<file path="src/robotPkg.sv">
package robotPkg;

    // navigation states, straight keeps its two correction variants
    typedef enum logic [3:0] {
        navIdle        = 4'd0,
        navStart       = 4'd1,
        navCountdown   = 4'd2,
        navStraight    = 4'd3,
        navLittleLeft  = 4'd4,
        navLittleRight = 4'd5,
        navChoose      = 4'd6,
        navLeft        = 4'd7,
        navRight       = 4'd8,
        navBack        = 4'd9,
        navStop        = 4'd10,
        navError       = 4'd11
    } navState_t;

    // sensor bits are left, middle, right
    typedef enum logic [2:0] {
        roadLost        = 3'b000,
        roadLittleRight = 3'b001,
        roadStraight    = 3'b010,
        roadRight       = 3'b011,
        roadLittleLeft  = 3'b100,
        roadFork        = 3'b101,
        roadLeft        = 3'b110,
        roadCross       = 3'b111
    } roadCode_t;

    // 0 to 9 are numerals
    typedef logic [3:0] glyph_t;

    localparam glyph_t glyphC     = 4'd10;
    localparam glyph_t glyphDash  = 4'd11;
    localparam glyph_t glyphI     = 4'd12;
    localparam glyph_t glyphD     = 4'd13;
    localparam glyph_t glyphL     = 4'd14;
    localparam glyph_t glyphBlank = 4'd15;

    localparam int ledWidth = 16;

    // active low, bit order g f e d c b a
    localparam logic [6:0] SEG_TABLE [16] = '{
        7'h40, 7'h79, 7'h24, 7'h30, 7'h19, 7'h12, 7'h02, 7'h78,
        7'h00, 7'h10, 7'h46, 7'h3F, 7'h4F, 7'h21, 7'h47, 7'h7F
    };

endpackage
</file>
<file path="src/robotTop.sv">
module robotTop import robotPkg::*; #(
    // board clock of 100 MHz
    parameter int COUNT_TICKS = 100_000_000,
    parameter int STOP_TICKS  = 50_000_000,
    parameter int BLINK_TICKS = 25_000_000,
    parameter int LAMP_TICKS  = 30_000_000,
    parameter int SCAN_TICKS  = 100_000,
    parameter int PWM_PERIOD  = 1_000
) (
    input  logic                clk,
    input  logic                rst,
    input  logic [15:0]         sw,
    input  logic                leftTrack,
    input  logic                midTrack,
    input  logic                rightTrack,
    output logic [ledWidth-1:0] led,
    output logic [3:0]          digit,
    output logic [6:0]          segments,
    output logic                in1,
    output logic                in2,
    output logic                in3,
    output logic                in4,
    output logic                leftPwm,
    output logic                rightPwm
);

    navState_t  state;
    roadCode_t  road;
    logic       checkpoint;
    logic       countEn, stopEn, blinkEn;
    logic [1:0] countStep;
    logic       countDone, stopDone, blinkPhase;

    assign countEn = (state == navCountdown);
    assign stopEn  = (state == navStop);
    assign blinkEn = (state == navCountdown) || (state == navBack);

    navFsm nav_i (
        .clk(clk), .rst(rst), .enable(sw[0]),
        .leftTrack(leftTrack), .midTrack(midTrack), .rightTrack(rightTrack),
        .countDone(countDone), .stopDone(stopDone),
        .state(state), .road(road), .checkpoint(checkpoint)
    );

    // countdown runs three steps, shown as 3, 2, 1
    phaseTimer #(.PERIOD(COUNT_TICKS), .STEPS(3)) countTimer (
        .clk(clk), .rst(rst), .enable(countEn),
        .phase(), .step(countStep), .done(countDone)
    );

    phaseTimer #(.PERIOD(STOP_TICKS), .STEPS(1)) stopTimer (
        .clk(clk), .rst(rst), .enable(stopEn),
        .phase(), .step(), .done(stopDone)
    );

    phaseTimer #(.PERIOD(BLINK_TICKS), .STEPS(2)) blinkTimer (
        .clk(clk), .rst(rst), .enable(blinkEn),
        .phase(blinkPhase), .step(), .done()
    );

    statusLeds #(.LAMP_TICKS(LAMP_TICKS)) leds_i (
        .clk(clk), .rst(rst), .state(state), .road(road), .blink(blinkPhase), .led(led)
    );

    digitDisplay #(.SCAN_TICKS(SCAN_TICKS)) display_i (
        .clk(clk), .rst(rst), .state(state), .countStep(countStep),
        .checkpoint(checkpoint), .digit(digit), .segments(segments)
    );

    motorDrive #(.PWM_PERIOD(PWM_PERIOD)) motor_i (
        .clk(clk), .rst(rst), .state(state),
        .in1(in1), .in2(in2), .in3(in3), .in4(in4),
        .leftPwm(leftPwm), .rightPwm(rightPwm)
    );

endmodule

</file>
<file path="src/motorDrive.sv">
module motorDrive import robotPkg::*; #(
    parameter int PWM_PERIOD = 8
) (
    input  logic      clk,
    input  logic      rst,
    input  navState_t state,
    output logic      in1,
    output logic      in2,
    output logic      in3,
    output logic      in4,
    output logic      leftPwm,
    output logic      rightPwm
);

    localparam int CW = $clog2(PWM_PERIOD + 1);

    logic [CW-1:0] pwmCount;
    logic          moving;
    logic          firstHalf;

    // forward {1,3}, pivot left {2,3}, pivot right {1,4}, reverse {2,4}
    always_comb begin
        {in1, in2, in3, in4} = 4'b0000;
        case (state)
            navStraight, navLittleLeft, navLittleRight, navChoose: {in1, in3} = 2'b11;
            navLeft:  {in2, in3} = 2'b11;
            navRight: {in1, in4} = 2'b11;
            navBack:  {in2, in4} = 2'b11;
            default:  {in1, in2, in3, in4} = 4'b0000;
        endcase
    end

    assign moving    = in1 | in2 | in3 | in4;
    assign firstHalf = (pwmCount < CW'(PWM_PERIOD / 2));

    always_ff @(posedge clk or posedge rst) begin
        if (rst) begin
            pwmCount <= '0;
            leftPwm  <= 1'b0;
            rightPwm <= 1'b0;
        end else begin
            pwmCount <= (pwmCount == CW'(PWM_PERIOD - 1)) ? '0 : pwmCount + 1'b1;
            // corrections slow the inner wheel to half duty
            leftPwm  <= moving && (state != navLittleLeft || firstHalf);
            rightPwm <= moving && (state != navLittleRight || firstHalf);
        end
    end

endmodule

</file>
<file path="src/digitDisplay.sv">
module digitDisplay import robotPkg::*; #(
    parameter int SCAN_TICKS = 4
) (
    input  logic       clk,
    input  logic       rst,
    input  navState_t  state,
    input  logic [1:0] countStep,
    input  logic       checkpoint,
    output logic [3:0] digit,
    output logic [6:0] segments
);

    localparam int CW = $clog2(SCAN_TICKS + 1);

    logic [CW-1:0] scanCount;
    logic [1:0]    scanIdx;
    logic          scanning;
    glyph_t        glyphs [4];

    // glyphs[0] is the leftmost digit
    always_comb begin
        glyphs = '{glyphBlank, glyphBlank, glyphBlank, glyphBlank};
        case (state)
            navIdle:      glyphs = '{4'd1, glyphI, glyphD, glyphL};
            navStart:     glyphs = '{glyphDash, glyphDash, glyphDash, glyphDash};
            navCountdown: glyphs = '{glyphDash, glyphDash, glyphDash, 4'd3 - {2'b00, countStep}};
            navStraight, navLittleLeft, navLittleRight: begin
                glyphs = '{glyphC, 4'd2, glyphDash, {3'b000, checkpoint}};
            end
            navChoose: glyphs = '{glyphC, 4'd1, glyphDash, {3'b000, checkpoint}};
            navLeft:   glyphs = '{glyphC, 4'd3, glyphDash, {3'b000, checkpoint}};
            navRight:  glyphs = '{glyphC, 4'd4, glyphDash, {3'b000, checkpoint}};
            navStop, navBack: glyphs = '{4'd0, 4'd0, 4'd0, 4'd0};
            default:   glyphs = '{glyphBlank, glyphBlank, glyphBlank, glyphBlank};
        endcase
    end

    // first scan tick only switches the display on
    always_ff @(posedge clk or posedge rst) begin
        if (rst) begin
            scanCount <= '0;
            scanIdx   <= 2'd0;
            scanning  <= 1'b0;
        end else if (scanCount == CW'(SCAN_TICKS - 1)) begin
            scanCount <= '0;
            if (scanning) begin
                scanIdx <= scanIdx + 2'd1;
            end else begin
                scanning <= 1'b1;
            end
        end else begin
            scanCount <= scanCount + 1'b1;
        end
    end

    // active-low select, digit[3] is the leftmost
    assign digit    = scanning ? ~(4'b1000 >> scanIdx) : 4'b1111;
    assign segments = SEG_TABLE[glyphs[scanIdx]];

endmodule

</file>
<file path="src/statusLeds.sv">
module statusLeds import robotPkg::*; #(
    parameter int LAMP_TICKS = 8
) (
    input  logic                clk,
    input  logic                rst,
    input  navState_t           state,
    input  roadCode_t           road,
    input  logic                blink,
    output logic [ledWidth-1:0] led
);

    localparam int CW = $clog2(LAMP_TICKS + 1);

    logic [CW-1:0] lampCount;
    logic [2:0]    lamp;
    logic [4:0]    statePat;
    logic [5:0]    motion;

    // one-hot lamp walks while choosing, parks at 001 otherwise
    always_ff @(posedge clk or posedge rst) begin
        if (rst) begin
            lampCount <= '0;
            lamp      <= 3'b001;
        end else if (state != navChoose) begin
            lampCount <= '0;
            lamp      <= 3'b001;
        end else if (lampCount == CW'(LAMP_TICKS - 1)) begin
            lampCount <= '0;
            lamp      <= {lamp[1:0], lamp[2]};
        end else begin
            lampCount <= lampCount + 1'b1;
        end
    end

    always_comb begin
        statePat = 5'b00000;
        motion   = 6'b000000;
        case (state)
            navStart:     statePat = 5'b00001;
            navCountdown: begin
                statePat = 5'b00010;
                motion   = blink ? 6'b000000 : 6'b111111;
            end
            navStraight, navLittleLeft, navLittleRight: begin
                statePat = 5'b01000;
                motion   = 6'b001100;
            end
            navChoose: statePat = {lamp, 2'b00};
            navLeft: begin
                statePat = 5'b10000;
                motion   = 6'b110000;
            end
            navRight: begin
                statePat = 5'b00100;
                motion   = 6'b000011;
            end
            navStop: begin
                statePat = 5'b11100;
                motion   = 6'b111111;
            end
            navBack: begin
                statePat = 5'b01010;
                motion   = blink ? 6'b000000 : 6'b111111;
            end
            navError: statePat = 5'b11111;
            default:  statePat = 5'b00000;
        endcase
    end

    // state, gap, motion, gap, road
    assign led = {statePat, 1'b0, motion, 1'b0, road};

endmodule

</file>
<file path="src/phaseTimer.sv">
module phaseTimer #(
    parameter int PERIOD = 4,
    parameter int STEPS  = 3
) (
    input  logic       clk,
    input  logic       rst,
    input  logic       enable,
    output logic       phase,
    output logic [1:0] step,
    output logic       done
);

    localparam int CW = $clog2(PERIOD + 1);

    logic [CW-1:0] count;
    logic          periodEnd;

    // PERIOD of two or more keeps done quiet while cleared
    assign periodEnd = (count == CW'(PERIOD - 1));
    assign done      = periodEnd && (step == 2'(STEPS - 1));

    always_ff @(posedge clk or posedge rst) begin
        if (rst) begin
            count <= '0;
            phase <= 1'b0;
            step  <= 2'd0;
        end else if (!enable) begin
            count <= '0;
            phase <= 1'b0;
            step  <= 2'd0;
        end else if (periodEnd) begin
            count <= '0;
            phase <= ~phase;
            step  <= done ? 2'd0 : step + 2'd1;
        end else begin
            count <= count + 1'b1;
        end
    end

    assert property (@(posedge clk) disable iff (rst) !enable |-> !done)
        else $error("phaseTimer: done while disabled");

endmodule

</file>
<file path="src/navFsm.sv">
module navFsm import robotPkg::*; (
    input  logic      clk,
    input  logic      rst,
    input  logic      enable,
    input  logic      leftTrack,
    input  logic      midTrack,
    input  logic      rightTrack,
    input  logic      countDone,
    input  logic      stopDone,
    output navState_t state,
    output roadCode_t road,
    output logic      checkpoint
);

    logic [2:0] syncA;
    logic [2:0] syncB;
    navState_t  nextState;
    navState_t  resumeState;
    navState_t  nextResume;
    logic [1:0] crossCount;
    logic       crossDone;

    // little-left and little-right share the straight checkpoint
    function automatic navState_t groupOf(navState_t s);
        if (s == navLittleLeft || s == navLittleRight) begin
            return navStraight;
        end
        return s;
    endfunction

    function automatic logic isTurning(navState_t s);
        return groupOf(s) inside {navStraight, navChoose, navLeft, navRight};
    endfunction

    // two sync flops, then the road register
    always_ff @(posedge clk or posedge rst) begin
        if (rst) begin
            syncA <= 3'b000;
            syncB <= 3'b000;
            road  <= roadLost;
        end else begin
            syncA <= {leftTrack, midTrack, rightTrack};
            syncB <= syncA;
            road  <= roadCode_t'(syncB);
        end
    end

    assign crossDone = (crossCount == 2'd3);

    always_comb begin
        nextState  = state;
        nextResume = resumeState;
        case (state)
            navIdle: begin
                if (enable) begin
                    nextState = navStart;
                end
            end
            navStart: begin
                if (road == roadStraight) begin
                    nextState = navCountdown;
                end
            end
            navCountdown: begin
                if (countDone) begin
                    nextState = navStraight;
                end
            end
            navStraight, navLittleLeft, navLittleRight: begin
                case (road)
                    roadLost: begin
                        nextState  = navStop;
                        nextResume = navBack;
                    end
                    roadCross:       nextState = checkpoint ? navChoose : navStraight;
                    roadLittleRight: nextState = navLittleRight;
                    roadLittleLeft:  nextState = navLittleLeft;
                    default:         nextState = navStraight;
                endcase
            end
            navChoose: begin
                if (road == roadFork) begin
                    nextState  = navStop;
                    nextResume = navLeft;
                end else if (road == roadCross && checkpoint) begin
                    nextState = navStraight;
                end
            end
            navLeft: begin
                if (road == roadFork) begin
                    nextState  = navStop;
                    nextResume = navRight;
                end else if (road == roadCross && checkpoint) begin
                    nextState  = navStop;
                    nextResume = navStraight;
                end
            end
            navRight: begin
                if (road == roadCross && checkpoint && crossDone) begin
                    nextState  = navStop;
                    nextResume = navStraight;
                end else if (road == roadFork && crossDone) begin
                    nextState = navError;
                end
            end
            navBack: begin
                // no turn history, so back always resumes left
                if (road == roadCross) begin
                    nextState  = navStop;
                    nextResume = navLeft;
                end
            end
            navStop: begin
                if (stopDone) begin
                    nextState = resumeState;
                end
            end
            default: nextState = state;
        endcase
    end

    always_ff @(posedge clk or posedge rst) begin
        if (rst) begin
            state       <= navIdle;
            resumeState <= navIdle;
        end else if (!enable) begin
            state <= navIdle;
        end else begin
            state       <= nextState;
            resumeState <= nextResume;
        end
    end

    // cleared on leaving a state group, set by the first non-cross road
    always_ff @(posedge clk or posedge rst) begin
        if (rst) begin
            checkpoint <= 1'b0;
        end else if (!enable) begin
            checkpoint <= 1'b0;
        end else if (groupOf(nextState) != groupOf(state)) begin
            checkpoint <= (state == navCountdown);
        end else if (isTurning(state) && road != roadCross) begin
            checkpoint <= 1'b1;
        end
    end

    // cross samples seen during one right-turn visit, saturating
    always_ff @(posedge clk or posedge rst) begin
        if (rst) begin
            crossCount <= 2'd0;
        end else if (state != navRight) begin
            crossCount <= 2'd0;
        end else if (road == roadCross && !crossDone) begin
            crossCount <= crossCount + 2'd1;
        end
    end

    assert property (@(posedge clk) disable iff (rst) state inside {[navIdle:navError]})
        else $error("navFsm: undefined state encoding %0d", state);

    assert property (@(posedge clk) disable iff (rst)
        $rose(state == navStop) |-> resumeState inside {navStraight, navLeft, navRight, navBack})
        else $error("navFsm: stop entered with resume state %0d", resumeState);

endmodule

</file>
<file path="config.mk">
export PLATFORM = sky130hd
export DESIGN_NAME = robotTop
export DESIGN_NICKNAME = d
export VERILOG_FILES = /design/src/robotPkg.sv /design/src/robotTop.sv /design/src/motorDrive.sv /design/src/digitDisplay.sv /design/src/statusLeds.sv /design/src/phaseTimer.sv /design/src/navFsm.sv
export SDC_FILE = /design/constraint.sdc
export NUM_CORES = 1
export LEC_CHECK = 0
export BUFFER_PORTS_ARGS = -buffer_cell sky130_fd_sc_hd__clkbuf_2
export CORE_MARGIN = 3
export CORE_UTILIZATION = 56
export CTS_BUF_LIST = sky130_fd_sc_hd__clkbuf_16
export DETAILED_ROUTE_END_ITERATION = 6
export PLACE_DENSITY = 0.78
export SYNTH_ARGS = -nofsm -noshare
export SYNTH_HDL_FRONTEND = slang
export SYNTH_SLANG_ARGS = --single-unit
export TNS_END_PERCENT = 5
</file>
<file path="constraint.sdc">
create_clock -name clk -period 8.61 [get_ports clk]
set_clock_uncertainty 0.2 [all_clocks]
set_input_delay 0.861 -clock clk [delete_from_list [all_inputs] [get_ports clk]]
set_output_delay 0.861 -clock clk [all_outputs]
set_load 0.02 [all_outputs]
</file>
== Word level (Yosys, flattened, before mapping) ==
Memory sizes are Yosys's and may differ from the RTL's.
Cells that the tools add are included.

* Bits in latches: 0
* Output and inout port bits: 33
* Memories: 1
* Input bits: 21
* Register bits: 163
* Memory bits (writable): 0
* Bits in read-only memories: 112
* Word-level logic and storage cells: 196

{| class="wikitable"
|+ Memory list
! name !! words !! bits a word !! rd ports !! clocked after Yosys merged registers in !! write ports !! RTL line !! RTL
|-
| (no name shown) || 16 || 7 || 1 || 0 || 0 || digitDisplay.sv:58 || <nowiki>assign segments = SEG_TABLE[glyphs[scanIdx]];</nowiki>
|}

* Bitwise gates (word level): 7
* Multipliers: 0
* Divide/modulo/power cells: 0
* Add/subtract/negate cells: 11
* Muxes and demuxes: 76
* Equality and inequality tests: 45
* Shift-type cells: 1
* Order comparisons: 3
* Reductions and logical operators: 31

{| class="wikitable"
|+ Operators by type and width
! operator !! number
|-
| 16-bit one-hot mux with 8 select lines || 1
|-
| 4-bit two-way mux || 30
|-
| 25-bit two-way mux || 4
|-
| 27-bit two-way mux || 2
|-
| 26-bit two-way mux || 2
|-
| 25-bit by 1-bit adder with 25-bit output (second input constant) || 2
|-
| 25-bit == test (second input constant) || 2
|-
| 5-bit one-hot mux with 9 select lines || 1
|-
| 4-bit one-hot mux with 9 select lines || 1
|-
| 4-bit by 3-bit == test with 1-bit output (second input constant) || 8
|-
| 6-bit one-hot mux with 5 select lines || 1
|-
| 27-bit by 1-bit adder with 27-bit output (second input constant) || 1
|-
| 27-bit == test (second input constant) || 1
|-
| 26-bit by 1-bit adder with 26-bit output (second input constant) || 1
|-
| 26-bit == test (second input constant) || 1
|-
| 4-bit == test (second input constant) || 5
|-
| 4-bit one-hot mux with 5 select lines || 1
|-
| 17-bit by 1-bit adder with 17-bit output (second input constant) || 1
|-
| 17-bit == test (second input constant) || 1
|-
| 17-bit two-way mux || 1
|-
| 2-bit two-way mux || 8
|-
| 4-bit one-hot mux with 4 select lines || 1
|-
| 1-bit two-way mux || 15
|-
| 7-bit two-way mux || 2
|-
| other kinds (44) || 81
|}

== Depth between registers and ports, before layout ==
Gate-level depths: netlist of the first run.

* Word-level depth: 23
* Depth in mapped cells: 14
* Depth with buffers taken out: 13

== By module ==
Synthesis of the first run repeated with hierarchy kept, for this count alone.

* Cell total of the unflattened synthesis: 1090
* Area total of the unflattened synthesis: 9957.0 um^2

{| class="wikitable"
|+ By module, submodules not included
! module !! cells an instance !! seq. area each (um^2) !! area each (um^2) !! times used
|-
| statusLeds || 197 || 701.9 || 1676.6 || 1
|-
| phaseTimer at countTimer || 174 || 750.7 || 1617.8 || 1
|-
| digitDisplay || 168 || 500.5 || 1546.5 || 1
|-
| phaseTimer at stopTimer || 159 || 725.7 || 1526.5 || 1
|-
| phaseTimer at blinkTimer || 159 || 700.7 || 1496.4 || 1
|-
| navFsm || 153 || 500.5 || 1343.8 || 1
|-
| motorDrive || 76 || 300.3 || 696.9 || 1
|-
| robotTop || 4 || 0.0 || 52.6 || 1
|}

== Least setup slack after synthesis of the first run ==
OpenSTA, ideal clock, no wires.

* Path kind: reg-to-output
* Start: register nav_i.state[3]
* End: output port segments[6]
* Path buffers: 2
* Slack: 4.612 ns
* Required time: 7.549 ns
* Stages on the path, launching flop included: 13
* Arrival: 2.937 ns
* Path through: dfrtp_1 buf_2 inv_1 clkbuf_1 nor2_1 o21a_1 or3b_2 o21ai_0 inv_1 ha_1 nand2_1 o21ai_0 mux2i_1

* Longest elaborated chain between the ends: 10
* Elaborated cells between the ends (all ways): 21
* Classes of those cells: 10 x eq/ne; 6 x mux; 1 x bitwise; 3 x reduce/logical; 1 x memory

{| class="wikitable"
|+ Ends and longest elaborated chain
! item !! RTL line !! RTL
|-
| start: declaration || navFsm.sv:10 || <nowiki>output navState_t state,</nowiki>
|-
| start signal: assignment || navFsm.sv:124 || <nowiki>state <= navIdle;</nowiki>
|-
| start signal: assignment || navFsm.sv:127 || <nowiki>state <= navIdle;</nowiki>
|-
| start signal: assignment || navFsm.sv:129 || <nowiki>state <= nextState;</nowiki>
|-
| 4-bit by 2-bit == test with 1-bit output (tied with other cells) || digitDisplay.sv:23 || <nowiki>case (state)</nowiki>
|-
| 3-bit OR reduction or 2-bit OR reduction (tied branches) || digitDisplay.sv:23 ||
|-
| 16-bit one-hot mux with 8 select lines (*) || digitDisplay.sv:23 ||
|-
| 4-bit binary-select mux with 2-bit select (*) || digitDisplay.sv:58 ||
|-
| 4-bit two-way mux (implied by the code) (*) (2 in a row) || digitDisplay.sv:58 ||
|-
| 4-bit inverter with 5-bit output (implied by the code) (*) || digitDisplay.sv:58 ||
|-
| memory read 16 x 7 bit (*) || - ||
|-
| 7-bit two-way mux (implied by the code) (*) (2 in a row) || digitDisplay.sv:58 ||
|-
| end: declaration || robotTop.sv:18 || <nowiki>output logic [6:0] segments,</nowiki>
|}

Mark *: on every way between the ends. The rest lies on a longest branch, timed or not. The select of a mux whose other input is x is not followed.

== Final worst setup path of the first run ==
* Start: register nav_i.state[3]
* End: output port segments[4]

The elaborated chain is that of the path after synthesis.

==> impl_metrics.toml, run 1 <==
[run_status]
status = "finished, final reports clean"

[clocking]
ctsLongestPathBuffers = 2
hold_buffers = 0
clock_latency_ns = 0.43
path_clk_slew_ns = 0.07
cts-root-buf = "clkbuf_16"
cts_tree = "built"
cts_setup_buffers = 0
numClockSinks = 163
numCtsBuffers = 17
htreeDepth = 4
post_cts_resized = 0

[sta]
slew_viol_final = 0
max_freq_mhz = 195.6
hold_viol_final = 0
rsz0062_at_grt = "no"
period_share_pct = 59.36
layout_min_cycle_time_ns = 5.111
relSlewSlack_pct = 36.55
setup_tns_ns = 0
tightestPinTransition_ns = 0.9517
finalSetupViolations = 0

[grt]
antenna_found_initial = 0
grt_pass1_wl_um = 29500
grtUsageTotal_pct = 21.37
grt_start_max_net_pins = 111
grt_pass1_vias = 6185
grt-ovfl-total = 0

[route]
first_pass_iters = 5
final_antenna_net_count = 0
via_per_inst = 5.790
via_count = 6728
drtIter0Drc = 682
routedWlPerCell_um = 14.88
wirelength_um = 17290
remaining_drc_errors = 0

[pwr]
swShare_pct = 24.40
pwr-share-seq_pct = 47.5
power.leakage_nw = 4.089
powerDensity_mw_per_mm2 = 171.2
power_frac_clock_pct = 46.8
ir_worst_vdd_uv = 133.4
cell_internal_pwr_mw = 1.236
power_switching_mw = 0.3990
p_comb_share_pct = 5.7

[logic_synthesis]
syn_area_mm2 = 0.008675
yosysTopAreaCellShare_pct = 46.73
postSynth.asyncResetShare_pct = 100.0
ys.flop_type = "dfrtp_1"
synth_edf_count = 0
synthTopCellsByArea = "dfrtp_1, nor2_1, xor2_1"
syn_inst = 944
synth_top_area_cell = "dfrtp_1"
ys_ff_latch = 163
avgSynthCellArea_um2 = 9.189
synth_seq_area_share_pct = 47.04
yosysWarnings = 0
synth_cell_type_count = 72

[setup_path]
path_class = "reg -> out"
timing.rr.end = "nav_i.checkpoint"
required_ns = 7.55
cp-end-kind = "primary output"
ff2ff_path_depth = 8
startpoint_type = "register"
worstPathMaxFanout = 22
cp.arrival_ns = 4.05
r2r_start = "nav_i.state[3]"
rrSetupSlack_ns = 5.43

[layout]
finalNonFillerCells = 1162
drive_gt1_share_pct = 9.611
register_area_mm2 = 0.004080
multiInputGateArea_mm2 = 0.004325
fin_nets = 1005
area_growth_pct = 10.13
num-fill-cells = 1215
n_antenna_cell = 0

[floorplanning]
start_util_pct = 58.36
design.core.area_mm2 = 0.01486
die_w_um = 130.5
dieHeight_um = 130.5
ioPinCount = 54
die_area_mm2 = 0.01702
rows = 44

[placement]
io_buffer_count = 36
dp_hpwl_um = 11580
place.gp.congestion = 0.9224
placedCellCount = 1130

[run]
max_cap_viol_count = 0

[min_path]
holdPathStages = 0
min_delay_worst_endpoint = "nav_i.road[1]"
hold_class = "reg -> reg"
worstHoldStart = "nav_i.syncB[1]"
[metrics by stage]
step	hold WS, ns	instance area [µm²]	power, mW	utilization, %	worst slack (ns)
3_3_place_gp	0.1316	8960	0.8831	60.28	4.068
5_1_grt	0.1690	9553	1.694	64.27	3.244
3_5_place_dp	0.1347	8960	0.8845	60.28	4.056
2_1_floorplan	0.1312	8678	0.8605	-	3.146
6_report	0.1487	9553	1.635	64.27	3.499
4_1_cts	0.1497	9553	1.650	64.27	3.572
[layout make-up]
cell class                 count  area share, %
multi-input combinational    716          45.28
tap                          184          2.410
timing repair buffer          42          2.358
clock inverter                15          1.755
inverter                      25          1.035
clock buffer                  17          4.453
sequential                   163          42.71
[layer usage]
layer / GRT usage, % / up-vias / share of wire [%]
met1: 30.87 / 3252 / 48
li1: - / 3279 / -
met4: 6.050 / 0 / 1.2
met2: 32.29 / 176 / 46
met5: 0 / - / 0
met3: 5.407 / 21 / 5.4
[sequential cells by signal (all words and copies together), names as in the netlist, 3 cells and up]
signal	count
countTimer.count	27
stopTimer.count	26
blinkTimer.count	25
leds_i.lampCount	25
display_i.scanCount	17
motor_i.pwmCount	10
nav_i.resumeState	4
nav_i.state	4
leds_i.lamp	3
nav_i.road	3
nav_i.syncA	3
nav_i.syncB	3
[critical path: stages, from the launching register on]
cell and delay [ns]:
dfrtp_1 0.62, inv_1 0.49, nor2_1 0.10, o21a_1 0.22
or3b_2 0.46, o21ai_0 0.73, inv_1 0.21, ha_1 0.30
o211ai_1 0.18, o21ai_0 0.11, clkbuf_2 0.20
[worst max path at each step]
stage                        start                  end  slack, ns  depth (start not counted)
global route        nav_i.state[3]          segments[3]       3.24                         12
floorplan                      rst  blinkTimer.count[0]       3.15                          1
finish              nav_i.state[3]          segments[4]       3.50                         10
global placement    nav_i.state[3]          segments[3]       4.07                         12
CTS                 nav_i.state[3]          segments[3]       3.57                         12
detailed placement  nav_i.state[3]          segments[3]       4.06                         12
[cells in the final DEF, fill, tap and decap left out, types with 9 or more instances in the layout]
cell type	n
nor2_1	165
dfrtp_1	162
nand2_1	78
xor2_1	66
nand3_1	55
xnor2_1	47
a21oi_1	39
clkbuf_2	36
o21ai_0	33
and3_1	29
inv_1	23
nand4_1	23
ha_1	19
clkbuf_16	17
nor2b_1	12
or3_1	12
nor3_1	11
and4_1	11
and2_1	10
nor4_1	9
[power by group through the flow]
| stage | combinational, mW | clock, mW | sequential [mW] |
|---|---|---|---|
| after floorplan | 0.0702 | 0 | 0.790 |
| after detailed placement | 0.0931 | 0 | 0.791 |
| final | 0.0927 | 0.765 | 0.777 |
| after CTS | 0.0937 | 0.779 | 0.777 |
| after global placement | 0.0919 | 0 | 0.791 |
| after global routing | 0.104 | 0.812 | 0.778 |
[Yosys cell counts (8+ instances only)]
| cell | instances |
|---|---|
| nor3_1 | 11 |
| clkbuf_1 | 28 |
| and3_1 | 29 |
| ha_1 | 19 |
| and2_1 | 10 |
| nor2b_1 | 12 |
| nand4_1 | 23 |
| nand2b_1 | 8 |
| nor2_1 | 165 |
| dfrtp_1 | 162 |
| inv_1 | 24 |
| xor2_1 | 66 |
| or3_1 | 12 |
| o21ai_0 | 33 |
| xnor2_1 | 47 |
| nor4_1 | 9 |
| and4_1 | 11 |
| a21oi_1 | 39 |
| nand2_1 | 78 |
| nand3_1 | 55 |
[kinds of logic after synthesis]
family / Yosys count / share of synthesized area (%)
flip-flops: 163 / 47.04
adder cells (fa/ha/maj): 19 / 2.741
multiplexers: 9 / 1.067
XOR/XNOR: 113 / 11.41
buffers and inverters: 66 / 3.144
AND/OR/NAND/NOR: 450 / 25.66
other: 1 / 0.04323
AO/OA/AOI/OAI: 123 / 8.900
(Power assumes the default switching activity.)
==> run 2, diff against run 1 <==
Clock period 8.61 ns to 5.19 ns, I/O delays scaled along.
==> impl_metrics.toml, run 2 (synthesized netlist as in run 1, its figures left out) <==
[pwr]
power_switching_mw = 0.6214
pwr-share-seq_pct = 48.8
power.leakage_nw = 4.094
swShare_pct = 23.40
cell_internal_pwr_mw = 2.034
ir_worst_vdd_uv = 286.5
power_frac_clock_pct = 45.4
p_comb_share_pct = 5.8
powerDensity_mw_per_mm2 = 277.4
power_mw = 2.655

[sta]
hold_slack_ns = 0.03887
finalSetupViolations = 0
period_share_pct = 87.72
setup_tns_ns = 0
tightestPinTransition_ns = 0.8574
hold_viol_final = 0
layout_min_cycle_time_ns = 4.552
max_freq_mhz = 219.7
slew_viol_final = 0
relSlewSlack_pct = 42.70
rsz0062_at_grt = "no"

[route]
first_pass_iters = 5
wirelength_um = 17460
top_layer = "met4"
wl_met3_um = 1002
drtIter0Drc = 727
final_antenna_net_count = 0
m1WireLength_um = 8404
via_per_inst = 5.780
wl_met2_um = 7671
via_count = 6740
routedWlPerCell_um = 14.97
remaining_drc_errors = 0

[setup_path]
cp.arrival_ns = 3.83
r2r_start = "nav_i.state[3]"
crit_end = "segments[3]"
rrSetupSlack_ns = 1.99
path_class = "reg -> out"
worstPathMaxFanout = 25
timing.rr.end = "nav_i.checkpoint"
required_ns = 4.47
startpoint_type = "register"
critical_path.startpoint = "nav_i.state[1]"
cp-end-kind = "primary output"
ff2ff_path_depth = 8

[floorplanning]
start_util_pct = 58.36
die_w_um = 130.5
design.core.area_mm2 = 0.01486
die_area_mm2 = 0.01702
dieHeight_um = 130.5
ioPinCount = 54
rows = 44

[layout]
num-fill-cells = 1206
n_antenna_cell = 0
largest_reg_flops = 27
top_regs = "countTimer.count (27), stopTimer.count (26)"
fin_nets = 1010
multiInputGateArea_mm2 = 0.004325
final_common_cell = "nor2_1"
regMostFlops = "countTimer.count"
final_cell_mix = "nor2_1, dfrtp_1, nand2_1"
area_growth_pct = 10.33
drive_gt1_share_pct = 9.369
register_area_mm2 = 0.004080
finalNonFillerCells = 1166

[placement]
placedCellCount = 1132
io_buffer_count = 36
dp_hpwl_um = 11680
place.gp.congestion = 0.9064

[grt]
grt_pass1_vias = 6342
antenna_found_initial = 0
grt-ovfl-total = 0
grtUsageTotal_pct = 22.01
grt_start_max_net_pins = 91
grt_pass1_wl_um = 30270

[run_status]
status = "finished, final reports clean"

[clocking]
numClockSinks = 163
ctsLongestPathBuffers = 2
cts_tree = "built"
clock_latency_ns = 0.43
cts-root-buf = "clkbuf_16"
htreeDepth = 4
numCtsBuffers = 17
path_clk_slew_ns = 0.06

[min_path]
hold_class = "in -> async"

[run]
max_cap_viol_count = 0
==> run 2: area by class of cell <==
cell class                 count  area share (%)
timing repair buffer          47           2.824
inverter                      25           1.033
tap                          184           2.406
clock inverter                14           1.464
multi-input combinational    716           45.20
sequential                   163           42.63
clock buffer                  17           4.445
==> run 2: routing by layer <==
layer | vias to the layer above | GRT usage [%]
met5 | - | 0
met4 | 0 | 9.014
met3 | 35 | 5.325
met1 | 3233 | 31.79
li1 | 3299 | -
met2 | 173 | 32.05
==> run 2: how the worst min path moves through the flow <==
stage	start	to	slack, ns	cells past startpoint
after global placement	nav_i.syncA[0]	nav_i.syncB[0]	0.13	0
after CTS	rst	blinkTimer.count[14]	0.06	2
after global routing	rst	nav_i.syncB[0]	0.09	2
after floorplan	nav_i.syncB[0]	nav_i.road[0]	0.13	0
after detailed placement	nav_i.syncB[0]	nav_i.road[0]	0.14	0
final	rst	nav_i.syncB[0]	0.04	2
==> run 2: worst max-delay path, stage by stage, from the launching register on <==
cell and delay, ns:
dfrtp_1 0.32, buf_4 0.26, clkinv_1 0.47, nor2_1 0.39, nand2_1 0.25, o21ai_0 0.70
inv_1 0.20, ha_1 0.32, inv_1 0.07, nor2_1 0.04, a211oi_1 0.16, a21oi_1 0.07
clkbuf_2 0.16
==> run 2: what timing repair did <==
item | CTS | global route
hold buffers | 3 | 0
endpoints found under the hold margin | 3 | 0
resized for setup | 0 | 0
buffers inserted | 0 | 0
==> run 2: power by group through the flow <==
stage	Clock (mW)	Sequential [mW]	Combinational (mW)
2_1_floorplan	0	1.31	0.116
3_3_place_gp	0	1.32	0.152
3_5_place_dp	0	1.32	0.154
4_1_cts	1.23	1.29	0.156
5_1_grt	1.29	1.30	0.174
6_report	1.21	1.29	0.155
==> run 2: stage by stage <==
step                cell area, µm²  util (%)  setup slack (ns)
detailed placement            8975     60.38             1.174
global placement              8975     60.38             1.202
finish                        9570     64.39            0.6376
global route                  9570     64.39            0.3139
floorplan                     8678         -           0.06768
CTS                           9570     64.39            0.6801
==> run 3, diff against run 2 <==
Settings changed: PLACE_DENSITY 0.78 to 0.7.
==> impl_metrics.toml, run 3 (synthesized netlist as in run 1, its figures left out) <==
[run_status]
status = "finished, final reports clean"

[grt]
grt-ovfl-total = 0
antenna_found_initial = 0
grt_start_max_net_pins = 93
grtUsageTotal_pct = 22.16
grt_pass1_wl_um = 30280
grt_pass1_vias = 6457

[sta]
slew_viol_final = 0
setup_tns_ns = 0
rsz0062_at_grt = "no"
max_freq_mhz = 231.5
layout_min_cycle_time_ns = 4.319
tightestPinTransition_ns = 0.8920
finalSetupViolations = 0
hold_viol_final = 0
period_share_pct = 83.22
relSlewSlack_pct = 39.90

[setup_path]
rrSetupSlack_ns = 1.91
cp.arrival_ns = 3.60
path_class = "reg -> out"
crit_slowest_cell = "o21ai_0"
required_ns = 4.47
crit_buf_inv = 3
critPathMaxStageDelay_ns = 0.75
crit_family = "compound AO/OA/AOI/OAI gates"
path_common_cell = "o21ai_0"
cp-end-kind = "primary output"
worstPathMaxFanout = 17
startpoint_type = "register"
worstPathCellList = "clkinv_1 -> nor2_1 -> nand2_1 -> o21ai_0 -> inv_1 -> ha_1 -> o211ai_1 -> o21ai_0 -> clkbuf_2"

[placement]
place.gp.congestion = 0.9493
io_buffer_count = 36
placedCellCount = 1134
dp_hpwl_um = 11940

[route]
wirelength_um = 17510
remaining_drc_errors = 0
via_per_inst = 5.731
routedWlPerCell_um = 14.97
first_pass_iters = 6
via_count = 6700
final_antenna_net_count = 0
drtIter0Drc = 446

[clocking]
cts_tree = "built"
path_clk_slew_ns = 0.06
cts-root-buf = "clkbuf_16"
clock_latency_ns = 0.43
numClockSinks = 163
cts_setup_buffers = 0
htreeDepth = 4
numCtsBuffers = 17
ctsLongestPathBuffers = 2

[pwr]
powerDensity_mw_per_mm2 = 277.3
ir_worst_vdd_uv = 241.4
power.leakage_nw = 4.099

[layout]
final_common_cell = "nor2_1"
top_regs = "countTimer.count (27), stopTimer.count (26)"
largest_reg_flops = 27
area_growth_pct = 10.56
regMostFlops = "countTimer.count"
finalNonFillerCells = 1169
fin_nets = 1012
n_antenna_cell = 0
num-fill-cells = 1213
final_cell_mix = "nor2_1, dfrtp_1, nand2_1"
drive_gt1_share_pct = 9.746

[floorplanning]
ioPinCount = 54
die_area_mm2 = 0.01702
die_w_um = 130.5
design.core.area_mm2 = 0.01486
dieHeight_um = 130.5
rows = 44
start_util_pct = 58.36

[run]
max_cap_viol_count = 0

[min_path]
hold_class = "in -> async"
==> run 3: changes by cell type in the layout (fill, tap and decap cells not counted), sizes merged <==
cell    previous run  this run
bufinv             2         1
buf                8        10
inv               28        30
==> run 3: stage by stage <==
| step | instance area (µm²) | hold WS [ns] | power [mW] | utilization (%) | setup WS [ns] |
|---|---|---|---|---|---|
| floorplan | 8678 | 0.1312 | 1.427 | - | 0.06768 |
| detailed placement | 8990 | 0.1347 | 1.473 | 60.48 | 1.398 |
| CTS | 9590 | 0.07022 | 2.694 | 64.52 | 0.9317 |
| finish | 9590 | 0.01932 | 2.660 | 64.52 | 0.8708 |
| global placement | 8990 | 0.1321 | 1.472 | 60.48 | 1.433 |
| global route | 9590 | 0.1083 | 2.765 | 64.52 | 0.5891 |
==> run 3: final cells by class <==
type                    instances  area, µm²  share of cell area (%)
clock buffers                  17      425.4                   4.436
clock inverters                15      145.1                   1.513
repair buffers                 49      285.3                   2.975
well taps                     184      230.2                   2.401
inverters                      25      98.84                   1.031
multi-input cells             716       4325                   45.10
flip-flops and latches        163       4080                   42.54
==> run 3: what timing repair did <==
item,in CTS,in global routing
hold endpoints to repair,3,0
hold buffers,3,0
resized for setup,0,0
==> run 3: worst register-to-register path, cell delays in order, from the launching register on <==
cell	delay, ns
dfrtp_1	0.72
buf_4	0.33
or3b_2	0.45
a211oi_1	0.27
a211oi_1	0.10
a211oi_2	0.32
and3_1	0.21
o31ai_1	0.07
and4bb_1	0.33
mux2i_1	0.20
==> run 3: where the power goes <==
group          total [mW]  internal [mW]  switching, mW
sequential           1.29           1.28         0.0127
combinational       0.156         0.0502          0.106
clock                1.21          0.671          0.539
==> run 3: worst paths after layout <==
kind	start	to	cells after the start
max	nav_i.state[1]	segments[4]	9
min	rst	nav_i.syncA[0]	2
max reg2reg	nav_i.state[0]	nav_i.checkpoint	9
min reg2reg	nav_i.syncB[1]	nav_i.road[1]	0
max in group asynchronous	rst	leds_i.lampCount[23]	3
min in group clk	nav_i.syncB[1]	nav_i.road[1]	0
==> run 3: per-layer routing <==
metal | share of wire [%] | global-route usage [%] | up-vias | wire, µm
li1 | - | - | 3297 | -
met1 | 48 | 30.91 | 3213 | 8322
met2 | 46 | 35.15 | 172 | 8095
met3 | 5.0 | 5.244 | 18 | 880
met4 | 1.2 | 5.929 | 0 | 208
met5 | 0 | 0 | - | 0
